### src/logic/procyon_core_pkg.sv
// core-wide widths and vector types, imported by every design file and by the testbench.
package procyon_core_pkg;

    // datapath width, fixed by the RV32I ISA.
    localparam int DATA_WIDTH  = 32;

    // width of a reorder-buffer tag, sized for a 64-entry reorder buffer.
    localparam int TAG_WIDTH   = 6;

    // a shift can move at most DATA_WIDTH-1 bit positions.
    localparam int SHAMT_WIDTH = $clog2(DATA_WIDTH);

    // plain operand or result as it sits on the common data bus.
    typedef logic [DATA_WIDTH-1:0]         procyon_data_t;

    // the same operand viewed as a two's complement number.
    typedef logic signed [DATA_WIDTH-1:0]  procyon_signed_data_t;

    // byte address of an instruction.
    typedef logic [DATA_WIDTH-1:0]         procyon_addr_t;

    // shift amount taken from the low bits of the second operand.
    typedef logic [SHAMT_WIDTH-1:0]        procyon_shamt_t;

    // names the reorder-buffer entry that owns an operation.
    typedef logic [TAG_WIDTH-1:0]          procyon_tag_t;

endpackage

### src/logic/procyon_ieu_pkg.sv
// encodings and stage-to-stage structs of the integer execution unit, used by its design and testbench.
package procyon_ieu_pkg;

    // the funct3 field of an RV32I instruction.
    typedef logic [2:0] procyon_funct3_t;

    // major opcodes that the integer unit executes.
    typedef enum logic [6:0] {
        OPCODE_OP     = 7'b0110011,
        OPCODE_OP_IMM = 7'b0010011,
        OPCODE_LUI    = 7'b0110111,
        OPCODE_AUIPC  = 7'b0010111,
        OPCODE_JAL    = 7'b1101111,
        OPCODE_JALR   = 7'b1100111,
        OPCODE_BRANCH = 7'b1100011
    } procyon_opcode_t;

    typedef enum logic [3:0] {
        ALU_FUNC_ADD, ALU_FUNC_SUB, ALU_FUNC_AND, ALU_FUNC_OR,
        ALU_FUNC_XOR, ALU_FUNC_SLL, ALU_FUNC_SRL, ALU_FUNC_SRA,
        ALU_FUNC_EQ,  ALU_FUNC_NE,  ALU_FUNC_LT,  ALU_FUNC_LTU,
        ALU_FUNC_GE,  ALU_FUNC_GEU
    } procyon_alu_func_t;

    // one operation as issued by the reservation station.
    typedef struct packed {
        procyon_opcode_t                opcode;
        procyon_funct3_t                funct3;
        logic                           funct7_5; // selects SUB and SRA.
        procyon_core_pkg::procyon_data_t rs1;
        procyon_core_pkg::procyon_data_t rs2;
        procyon_core_pkg::procyon_addr_t iaddr;
        procyon_core_pkg::procyon_data_t imm; // sign-extended by the dispatcher.
        procyon_core_pkg::procyon_tag_t  tag;
    } ieu_issue_t;

    // decoded operation handed from ieu_id to ieu_ex.
    typedef struct packed {
        procyon_alu_func_t               alu_func;
        procyon_core_pkg::procyon_data_t  src_a;
        procyon_core_pkg::procyon_data_t  src_b;
        procyon_core_pkg::procyon_addr_t  iaddr;
        procyon_core_pkg::procyon_data_t  imm_b; // branch offset.
        procyon_core_pkg::procyon_shamt_t shamt;
        procyon_core_pkg::procyon_tag_t   tag;
        logic                            jmp;
        logic                            br;
    } ieu_ex_op_t;

    // what the unit drives onto the common data bus.
    typedef struct packed {
        procyon_core_pkg::procyon_data_t data;
        procyon_core_pkg::procyon_addr_t addr;
        procyon_core_pkg::procyon_tag_t  tag;
        logic                           redirect;
    } ieu_result_t;

endpackage

### src/logic/ieu_id.sv
// decode stage of the integer unit, turning an issued RV32I operation into a registered ALU operation.
`timescale 1ns/10ps

module ieu_id (
    input  logic                        clk,
    input  logic                        n_rst,

    input  logic                        i_flush,

    input  procyon_ieu_pkg::ieu_issue_t i_issue,
    input  logic                        i_valid,

    output procyon_ieu_pkg::ieu_ex_op_t o_op,
    output logic                        o_valid
);

    import procyon_core_pkg::*;
    import procyon_ieu_pkg::*;

    ieu_ex_op_t op_next;

    // register and immediate arithmetic share funct3, only the register form has SUB.
    function automatic procyon_alu_func_t arith_func(
        input procyon_funct3_t funct3,
        input logic            funct7_5,
        input logic            is_reg
    );
        procyon_alu_func_t func;

        case (funct3)
            3'b000:  func = (is_reg & funct7_5) ? ALU_FUNC_SUB : ALU_FUNC_ADD;
            3'b001:  func = ALU_FUNC_SLL;
            3'b010:  func = ALU_FUNC_LT; // slt yields 0 or 1.
            3'b011:  func = ALU_FUNC_LTU;
            3'b100:  func = ALU_FUNC_XOR;
            3'b101:  func = funct7_5 ? ALU_FUNC_SRA : ALU_FUNC_SRL;
            3'b110:  func = ALU_FUNC_OR;
            default: func = ALU_FUNC_AND;
        endcase

        return func;
    endfunction

    function automatic procyon_alu_func_t branch_func(
        input procyon_funct3_t funct3
    );
        procyon_alu_func_t func;

        case (funct3)
            3'b001:  func = ALU_FUNC_NE;
            3'b100:  func = ALU_FUNC_LT;
            3'b101:  func = ALU_FUNC_GE;
            3'b110:  func = ALU_FUNC_LTU;
            3'b111:  func = ALU_FUNC_GEU;
            default: func = ALU_FUNC_EQ; // beq and the two unused encodings.
        endcase

        return func;
    endfunction

    always_comb begin
        op_next.alu_func = ALU_FUNC_ADD;
        op_next.src_a    = '0;
        op_next.src_b    = '0;
        op_next.iaddr    = i_issue.iaddr;
        op_next.imm_b    = i_issue.imm;
        op_next.tag      = i_issue.tag;
        op_next.jmp      = 1'b0;
        op_next.br       = 1'b0;

        case (i_issue.opcode)
            OPCODE_OP: begin
                op_next.alu_func = arith_func(i_issue.funct3, i_issue.funct7_5, 1'b1);
                op_next.src_a    = i_issue.rs1;
                op_next.src_b    = i_issue.rs2;
            end
            OPCODE_OP_IMM: begin
                op_next.alu_func = arith_func(i_issue.funct3, i_issue.funct7_5, 1'b0);
                op_next.src_a    = i_issue.rs1;
                op_next.src_b    = i_issue.imm;
            end
            OPCODE_LUI: begin
                op_next.src_b = i_issue.imm; // added to zero.
            end
            OPCODE_AUIPC: begin
                op_next.src_a = i_issue.iaddr;
                op_next.src_b = i_issue.imm;
            end
            OPCODE_JAL: begin
                op_next.src_a = i_issue.iaddr;
                op_next.src_b = i_issue.imm;
                op_next.jmp   = 1'b1;
            end
            OPCODE_JALR: begin
                op_next.src_a = i_issue.rs1;
                op_next.src_b = i_issue.imm;
                op_next.jmp   = 1'b1;
            end
            OPCODE_BRANCH: begin
                op_next.alu_func = branch_func(i_issue.funct3);
                op_next.src_a    = i_issue.rs1;
                op_next.src_b    = i_issue.rs2;
                op_next.br       = 1'b1;
            end
            default: begin
            end
        endcase

        op_next.shamt = op_next.src_b[SHAMT_WIDTH-1:0];
    end

    always_ff @(posedge clk) begin
        if (~n_rst) begin
            o_valid <= 1'b0;
        end else begin
            o_valid <= i_valid & ~i_flush; // a flush also drops the incoming operation.
        end
    end

    always_ff @(posedge clk) begin
        o_op <= op_next;
    end

    // ieu_ex picks its data and target from jmp first, so a branch must never carry it.
    jmp_br_exclusive: assert property (@(posedge clk) disable iff (~n_rst)
        o_valid |-> ~(o_op.jmp & o_op.br))
        else $error("ieu_id issued an operation flagged as both jump and branch");

endmodule

### src/logic/ieu_ex.sv
// execution stage of the integer unit that computes the result, target and redirect for the data bus.
`timescale 1ns/10ps

module ieu_ex (
    input  logic                         clk,
    input  logic                         n_rst,

    input  logic                         i_flush,

    input  procyon_ieu_pkg::ieu_ex_op_t  i_op,
    input  logic                         i_valid,

    output procyon_ieu_pkg::ieu_result_t o_result,
    output logic                         o_valid
);

    import procyon_core_pkg::*;
    import procyon_ieu_pkg::*;

    localparam procyon_addr_t INSN_BYTES = 4;

    procyon_data_t                result;
    logic [DATA_WIDTH*2-1:0]      e_src_a; // sign copies shift in for sra.
    procyon_signed_data_t         s_src_a;
    procyon_signed_data_t         s_src_b;

    assign e_src_a = {{DATA_WIDTH{i_op.src_a[DATA_WIDTH-1]}}, i_op.src_a};
    assign s_src_a = i_op.src_a;
    assign s_src_b = i_op.src_b;

    always_comb begin
        case (i_op.alu_func)
            ALU_FUNC_ADD: result = i_op.src_a + i_op.src_b;
            ALU_FUNC_SUB: result = i_op.src_a - i_op.src_b;
            ALU_FUNC_AND: result = i_op.src_a & i_op.src_b;
            ALU_FUNC_OR:  result = i_op.src_a | i_op.src_b;
            ALU_FUNC_XOR: result = i_op.src_a ^ i_op.src_b;
            ALU_FUNC_SLL: result = i_op.src_a << i_op.shamt;
            ALU_FUNC_SRL: result = i_op.src_a >> i_op.shamt;
            ALU_FUNC_SRA: result = procyon_data_t'(e_src_a >> i_op.shamt);
            ALU_FUNC_EQ:  result = procyon_data_t'(i_op.src_a == i_op.src_b);
            ALU_FUNC_NE:  result = procyon_data_t'(i_op.src_a != i_op.src_b);
            ALU_FUNC_LT:  result = procyon_data_t'(s_src_a < s_src_b);
            ALU_FUNC_LTU: result = procyon_data_t'(i_op.src_a < i_op.src_b);
            ALU_FUNC_GE:  result = procyon_data_t'(s_src_a >= s_src_b);
            ALU_FUNC_GEU: result = procyon_data_t'(i_op.src_a >= i_op.src_b);
            default:      result = '0;
        endcase
    end

    always_ff @(posedge clk) begin
        if (~n_rst) begin
            o_valid <= 1'b0;
        end else begin
            o_valid <= i_valid & ~i_flush;
        end
    end

    // a jump writes its link address and sends the ALU sum as target.
    always_ff @(posedge clk) begin
        o_result.data     <= i_op.jmp ? i_op.iaddr + INSN_BYTES : result;
        o_result.addr     <= i_op.jmp ? result : i_op.iaddr + i_op.imm_b;
        o_result.redirect <= i_op.jmp | (i_op.br & result[0]); // taken branches only.
        o_result.tag      <= i_op.tag;
    end

    // nothing in flight may reach the bus once the reorder buffer has flushed.
    flush_kills_output: assert property (@(posedge clk) disable iff (~n_rst)
        (i_flush | $past(i_flush)) |=> ~o_valid)
        else $error("ieu_ex drove a valid result within two cycles of a flush");

endmodule

### src/logic/ieu.sv
// top level of the integer execution unit, placed between a reservation station and the data bus.
`timescale 1ns/10ps

module ieu (
    input  logic                         clk,
    input  logic                         n_rst,

    input  logic                         i_flush,

    input  procyon_ieu_pkg::ieu_issue_t  i_issue,
    input  logic                         i_valid,

    output procyon_ieu_pkg::ieu_result_t o_result,
    output logic                         o_valid
);

    import procyon_ieu_pkg::*;

    ieu_ex_op_t ex_op;
    logic       ex_valid;

    // the flush reaches both stages in the same cycle.
    ieu_id ieu_id_i (
        .clk      (clk),
        .n_rst    (n_rst),
        .i_flush  (i_flush),
        .i_issue  (i_issue),
        .i_valid  (i_valid),
        .o_op     (ex_op),
        .o_valid  (ex_valid)
    );

    ieu_ex ieu_ex_i (
        .clk      (clk),
        .n_rst    (n_rst),
        .i_flush  (i_flush),
        .i_op     (ex_op),
        .i_valid  (ex_valid),
        .o_result (o_result),
        .o_valid  (o_valid)
    );

endmodule

### config.mk
export PLATFORM = sky130hd
export DESIGN_NAME = ieu
export DESIGN_NICKNAME = d
export VERILOG_FILES = /design/src/logic/procyon_core_pkg.sv /design/src/logic/procyon_ieu_pkg.sv /design/src/logic/ieu_id.sv /design/src/logic/ieu_ex.sv /design/src/logic/ieu.sv
export SDC_FILE = /design/constraint.sdc
export NUM_CORES = 1
export LEC_CHECK = 0
export BUFFER_PORTS_ARGS = -buffer_cell sky130_fd_sc_hd__buf_2
export CORE_UTILIZATION = 57
export DETAILED_ROUTE_END_ITERATION = 10
export HOLD_SLACK_MARGIN = 0.02
export PLACE_DENSITY = 0.79
export SYNTH_ARGS = -nofsm -noshare
export SYNTH_HDL_FRONTEND = slang
export SYNTH_SLANG_ARGS = --single-unit
### constraint.sdc
create_clock -name clk -period 7.7 [get_ports clk]
set_input_delay 0 -clock clk [delete_from_list [all_inputs] [get_ports clk]]
set_output_delay 0 -clock clk [all_outputs]
set_load 0.03 [all_outputs]
**After elaboration in Yosys (flattened, before gate mapping)**

Cells that the tools add are included.

- Bits in registers: 218
- Bits in latches: 0
- Memory bits (writable): 0
- Memory bits (read-only): 0
- Input bits: 149
- Output and inout bits: 72
- Logic and storage cells: 83
- Memories: 0

- $add $sub $neg: 4
- Multiply operators: 0
- Div/mod/pow operators: 0
- $lt $le $gt $ge: 4
- Equality and inequality tests: 29
- Shifts and indexed selects: 3
- Mux-type cells: 13
- Bitwise operators: 8
- Reduce and logical (&&, ||, !) cells: 7

Operator list:

| cell | count |
|---|---|
| case mux 32 bit (14 select lines) | 1 |
| case mux 32 bit (2 select lines) | 2 |
| adder 32 bit | 2 |
| >= comparator 32 bit | 2 |
| less-than comparator 32 bit | 2 |
| 2-to-1 mux 32 bit | 2 |
| right shift 64 x 5 -> 32 bit | 1 |
| case mux 4 bit (7 select lines) | 2 |
| adder 32 x 3 -> 32 bit, second input constant | 1 |
| bitwise AND 32 bit | 1 |
| == test 32 bit | 1 |
| != test 32 bit | 1 |
| OR 32 bit | 1 |
| left shift 32 x 5 -> 32 bit | 1 |
| right shift 32 x 5 -> 32 bit | 1 |
| subtractor 32 bit | 1 |
| XOR 32 bit | 1 |
| == test 4 bit, second input constant | 6 |
| == test 7 bit, second input constant | 3 |
| == test 4 x 3 -> 1 bit, second input constant | 4 |
| case mux 3 bit (5 select lines) | 1 |
| == test 7 x 5 -> 1 bit, second input constant | 2 |
| == test 7 x 6 -> 1 bit, second input constant | 2 |
| == test 3 bit, second input constant | 4 |
| 14 further kinds | 23 |

**Logic depth before layout (Yosys ltp)**

- Depth after elaboration: 4
- Mapped depth: 15
- Depth with buffers taken out: 13

**By module**

Synthesis repeated with hierarchy kept, for this count alone.

- Cells, all modules: 2,024
- Area, all modules: 16,728.5 um^2

Modules (own cells, without submodules):

| module | instances | cells each | area each (um^2) | sequential area each (um^2) |
|---|---|---|---|---|
| ieu_ex | 1 | 1,761 | 12,883.6 | 1,441.4 |
| ieu_id | 1 | 263 | 3,844.9 | 2,822.7 |

**Worst setup path before layout**

Ideal clock, no wire load.

- Path type: reg-to-reg
- Start: reg ieu_id_i.o_op[79] (netlist name)
- End: reg, netlist name ieu_ex_i.o_result[67]
- Setup time: 0.121 ns
- Arrival time: 4.016 ns
- Path slack: 3.563 ns
- Stages on the path, launching flop included: 16
- Path buffers: 4
- Period minus slack after synthesis: 4.137 ns
- Cell sequence: dfxtp_1 clkbuf_1 inv_1 clkbuf_1 clkbuf_1 buf_1 ha_1 a211oi_1 o21a_1 o2bb2ai_1 o31a_1 o21ai_0 and4_1 or4_1 a32o_1 mux2_2

- Word-level cells in the longest chain between the ends: 3
- Elaborated cells between the ends (all ways): 4
- Those cells by class: add/sub: 2; mux: 2

RTL lines:

| what | line | RTL |
|---|---|---|
| start, declared | ieu_id.sv:13 | `output procyon_ieu_pkg::ieu_ex_op_t o_op,` |
| start signal, assigned | ieu_id.sv:121 | `o_op <= op_next;` |
| subtractor 32 bit / adder 32 bit (equally long branches) | ieu_ex.sv:34, ieu_ex.sv:33 |  |
| case mux 32 bit (14 select lines) * | ieu_ex.sv:32 | `case (i_op.alu_func)` |
| 2-to-1 mux 32 bit * | ieu_ex.sv:61 | `o_result.data <= i_op.jmp ? i_op.iaddr + INSN_BYTES : result;` |

Every way passes the cells marked *; elsewhere a longest branch is shown, timed or not.
A chain may end at the register's enable or synchronous reset.

**Worst setup path in the final report**

- Start: reg ieu_id_i.o_op[79] (netlist name)
- End: reg, netlist name ieu_ex_i.o_result[22]

- Word-level cells in the longest chain between the ends: 3
- Elaborated cells between the ends (all ways): 4
- Those cells by class: add/sub: 2; mux: 2

RTL lines:

| what | line | RTL |
|---|---|---|
| subtractor 32 bit / adder 32 bit (equally long branches) | ieu_ex.sv:34, ieu_ex.sv:33 |  |
| case mux 32 bit (14 select lines) * | ieu_ex.sv:32 |  |
| 2-to-1 mux 32 bit * | ieu_ex.sv:62 | `o_result.addr <= i_op.jmp ? result : i_op.iaddr + i_op.imm_b;` |

Marks and branches as above.

==> out/results.tsv <==
metric	value	unit
io pins	221	
crit end category	flop	
antenna violations before repair	3	
final estimated routing congestion in global placement	1.04	
crit share post-route	62.0	%
GR Overflow Total	0	
Die Ht	173	microns
Mapped Cells	2062	
global-route wire length before repair	110000	microns
Post-synth top flop	dfxtp_1	
Syn-to-layout area delta	21.2	%
WP buf/inv	2	
Synth Area per Inst	8.08	sq um
Synth area leaders	dfxtp_1, ha_1, a21oi_1, mux4_2, nor2_1	
slowest cell on the critical path	a2111oi_0	
sequential share of the synthesized area	25.6	%
cts repair resizes	0	
power per cell area	155	nW/um^2
Critical Path RT	8.06	ns
critical path's top delay family	compound AO/OA/AOI/OAI gates	
post-DP HPWL	51400	microns
Slew HR	27.6	%
EDFF count, synth	0	
Vias/cell	6.98	
drt drc	0	
core area	28700	sq um
Async SR Flop Fraction	0	%
Final Util	70.4	%
YS warnings	0	
setup TNS	0	ns
layout cells sized above 1	16.7	%
Tmin final	4.77	ns
count of input and output buffers	220	
number of max-cap violations	0	
vias in the first global route	18029	
commonest cells after routing, fill and taps aside	buf_2, dfxtp_1, nor2_1, a21oi_1, nand2_1	
Leak	0.00838	uW
worst slew pin tran	1.06	ns
later-pin clock latency in the skew report	0.54	ns
min-delay worst type	input port to flop	
#FFs+latches synth	213	
commonest non-fill, non-tap cell in the layout	buf_2	
Final Hold Viols	0	
clock slew seen by the registers of the worst setup and hold paths	0.08	ns
# H-tree levels	1	
Max Clock Skew	0.0231	ns
Total Wirelength	74300	microns
wire per inst	27.0	microns
post-synth top area share	25.6	%
Final Max Slew Viols	0	
Worst Setup Start Kind	flop	
Setup CP Type	flop to flop	
critical path cell sequence	buf_4 -> inv_2 -> ha_1 -> o21ai_0 -> o21ai_0 -> a31oi_1 -> o311ai_1 -> a31oi_1 -> a22oi_1 -> nor2_1 -> a2111oi_0 -> mux2i_1	
Initial DRC Count	2804	
GR Util All Layers	47.6	%
max incr delay on CP	0.92	ns
drt pass-1 iters	6	
RSZ-0062 raised after global routing	false	
DR vias	19211	
status	finished clean	
Post-Syn Nets	2343	
critical path arrival	5.13	ns
Num CTS Buffers	23	
chip width	173	microns
TritonCTS sink count	213	
Initial Utilization	58.1	%
die area	29900	sq um
number of nets in the layout	2632	
fill cell count	2188	
largest fanout on the critical path	62	
Fmax achieved	0.210	GHz
area leader, netlist	dfxtp_1	
CTS tree	done	
Yosys cell types	81	
Worst VDD drop	185	uV
Root Buffer Master	clkbuf_16	
floorplan row count	62	
DRT antenna net count	0	
CTS max path bufs	3	
Mapped Area	16700	sq um
pin count of the biggest net entering global routing	75	
final setup vio count	0	
-- kinds of logic (layout without fill, tap and decap cells) --
kind of cell / Yosys count / in the layout / synth area share [%]
other: 0 / 2 / 0
AO/OA/AOI/OAI: 687 / 687 / 27.8
AND/OR/NAND/NOR: 599 / 599 / 16.8
multiplexers: 131 / 131 / 11.2
flip-flops: 213 / 213 / 25.6
buffers and inverters: 244 / 549 / 5.64
XOR/XNOR: 56 / 56 / 2.94
adder cells (fa/ha/maj): 132 / 132 / 10.0
-- area by class of cell --
class,instances,area (sq um),share of cell area (%)
repair buffers,395,2790,13.8
clock buffers,31,616,3.05
clock inverters,10,120,0.595
multi-input cells,1605,11500,56.9
inverters,113,424,2.10
diodes,2,5.00,0.0248
flip-flops and latches,213,4270,21.2
well taps,384,480,2.38
-- sequential cells by signal, summed over array words and instances, names as in the netlist --
name,count
ieu_id_i.o_op,140
ieu_ex_i.o_result,71
ieu_ex_i.o_valid,1
ieu_id_i.o_valid,1
-- synthesized netlist by cell type, types with 24 or more instances --
master and n:
mux2i_1 57, mux2_2 34, clkbuf_1 105, a221oi_1 24
nand3_1 53, xnor2_1 32, ha_1 129, nor3_1 42
inv_1 111, o211ai_1 30, mux4_2 37, a21oi_1 174
o21ai_0 141, a22o_1 66, a211oi_1 38, dfxtp_1 213
nand2_1 162, xor2_1 24, nor2_1 191, a21o_1 31
-- power breakdown --
part	leakage (uW)	internal, uW	switching [uW]
Clock	0.000353	634	501
Combinational	0.00627	294	470
Sequential	0.00176	1180	59.0
Total	0.00838	2110	1030
-- per-layer routing --
metal  track usage, %  up-vias  wire length [microns]
li1                 -     8212                      -
met4             23.0        0                   4110
met3             9.21      322                   9810
met1             63.5     9056                  28000
met5                0        -                      0
met2             73.9     1621                  32300
-- worst paths after layout --
| kind | start | end | slack (ns) | depth (start not counted) |
|---|---|---|---|---|
| worst min-delay path | i_issue[2] | ieu_id_i.o_op[4] | 0.12 | 2 |
| worst max-delay path | ieu_id_i.o_op[79] | ieu_ex_i.o_result[22] | 2.93 | 12 |
| worst min register to register | ieu_id_i.o_op[3] | ieu_ex_i.o_result[2] | 0.33 | 0 |
| worst max register to register | ieu_id_i.o_op[79] | ieu_ex_i.o_result[22] | 2.93 | 12 |
-- through the flow --
step	area, sq um	power [uW]	hold slack [ns]	setup slack [ns]	std cells
floorplan	16700	1680	0.0277	3.56	2062
global placement	18000	1900	0.102	3.35	2560
detailed placement	18000	1910	0.104	3.21	2560
CTS	20200	3050	0.0255	3.14	2751
global route	20200	3200	0.122	2.74	2752
finish	20200	3130	0.116	2.93	2753
-- repair_timing --
item                                   CTS  global route
endpoints found under the hold margin  142             0
buffers inserted                         0             0
hold buffers                           150             0
(Power assumes the default switching activity.)
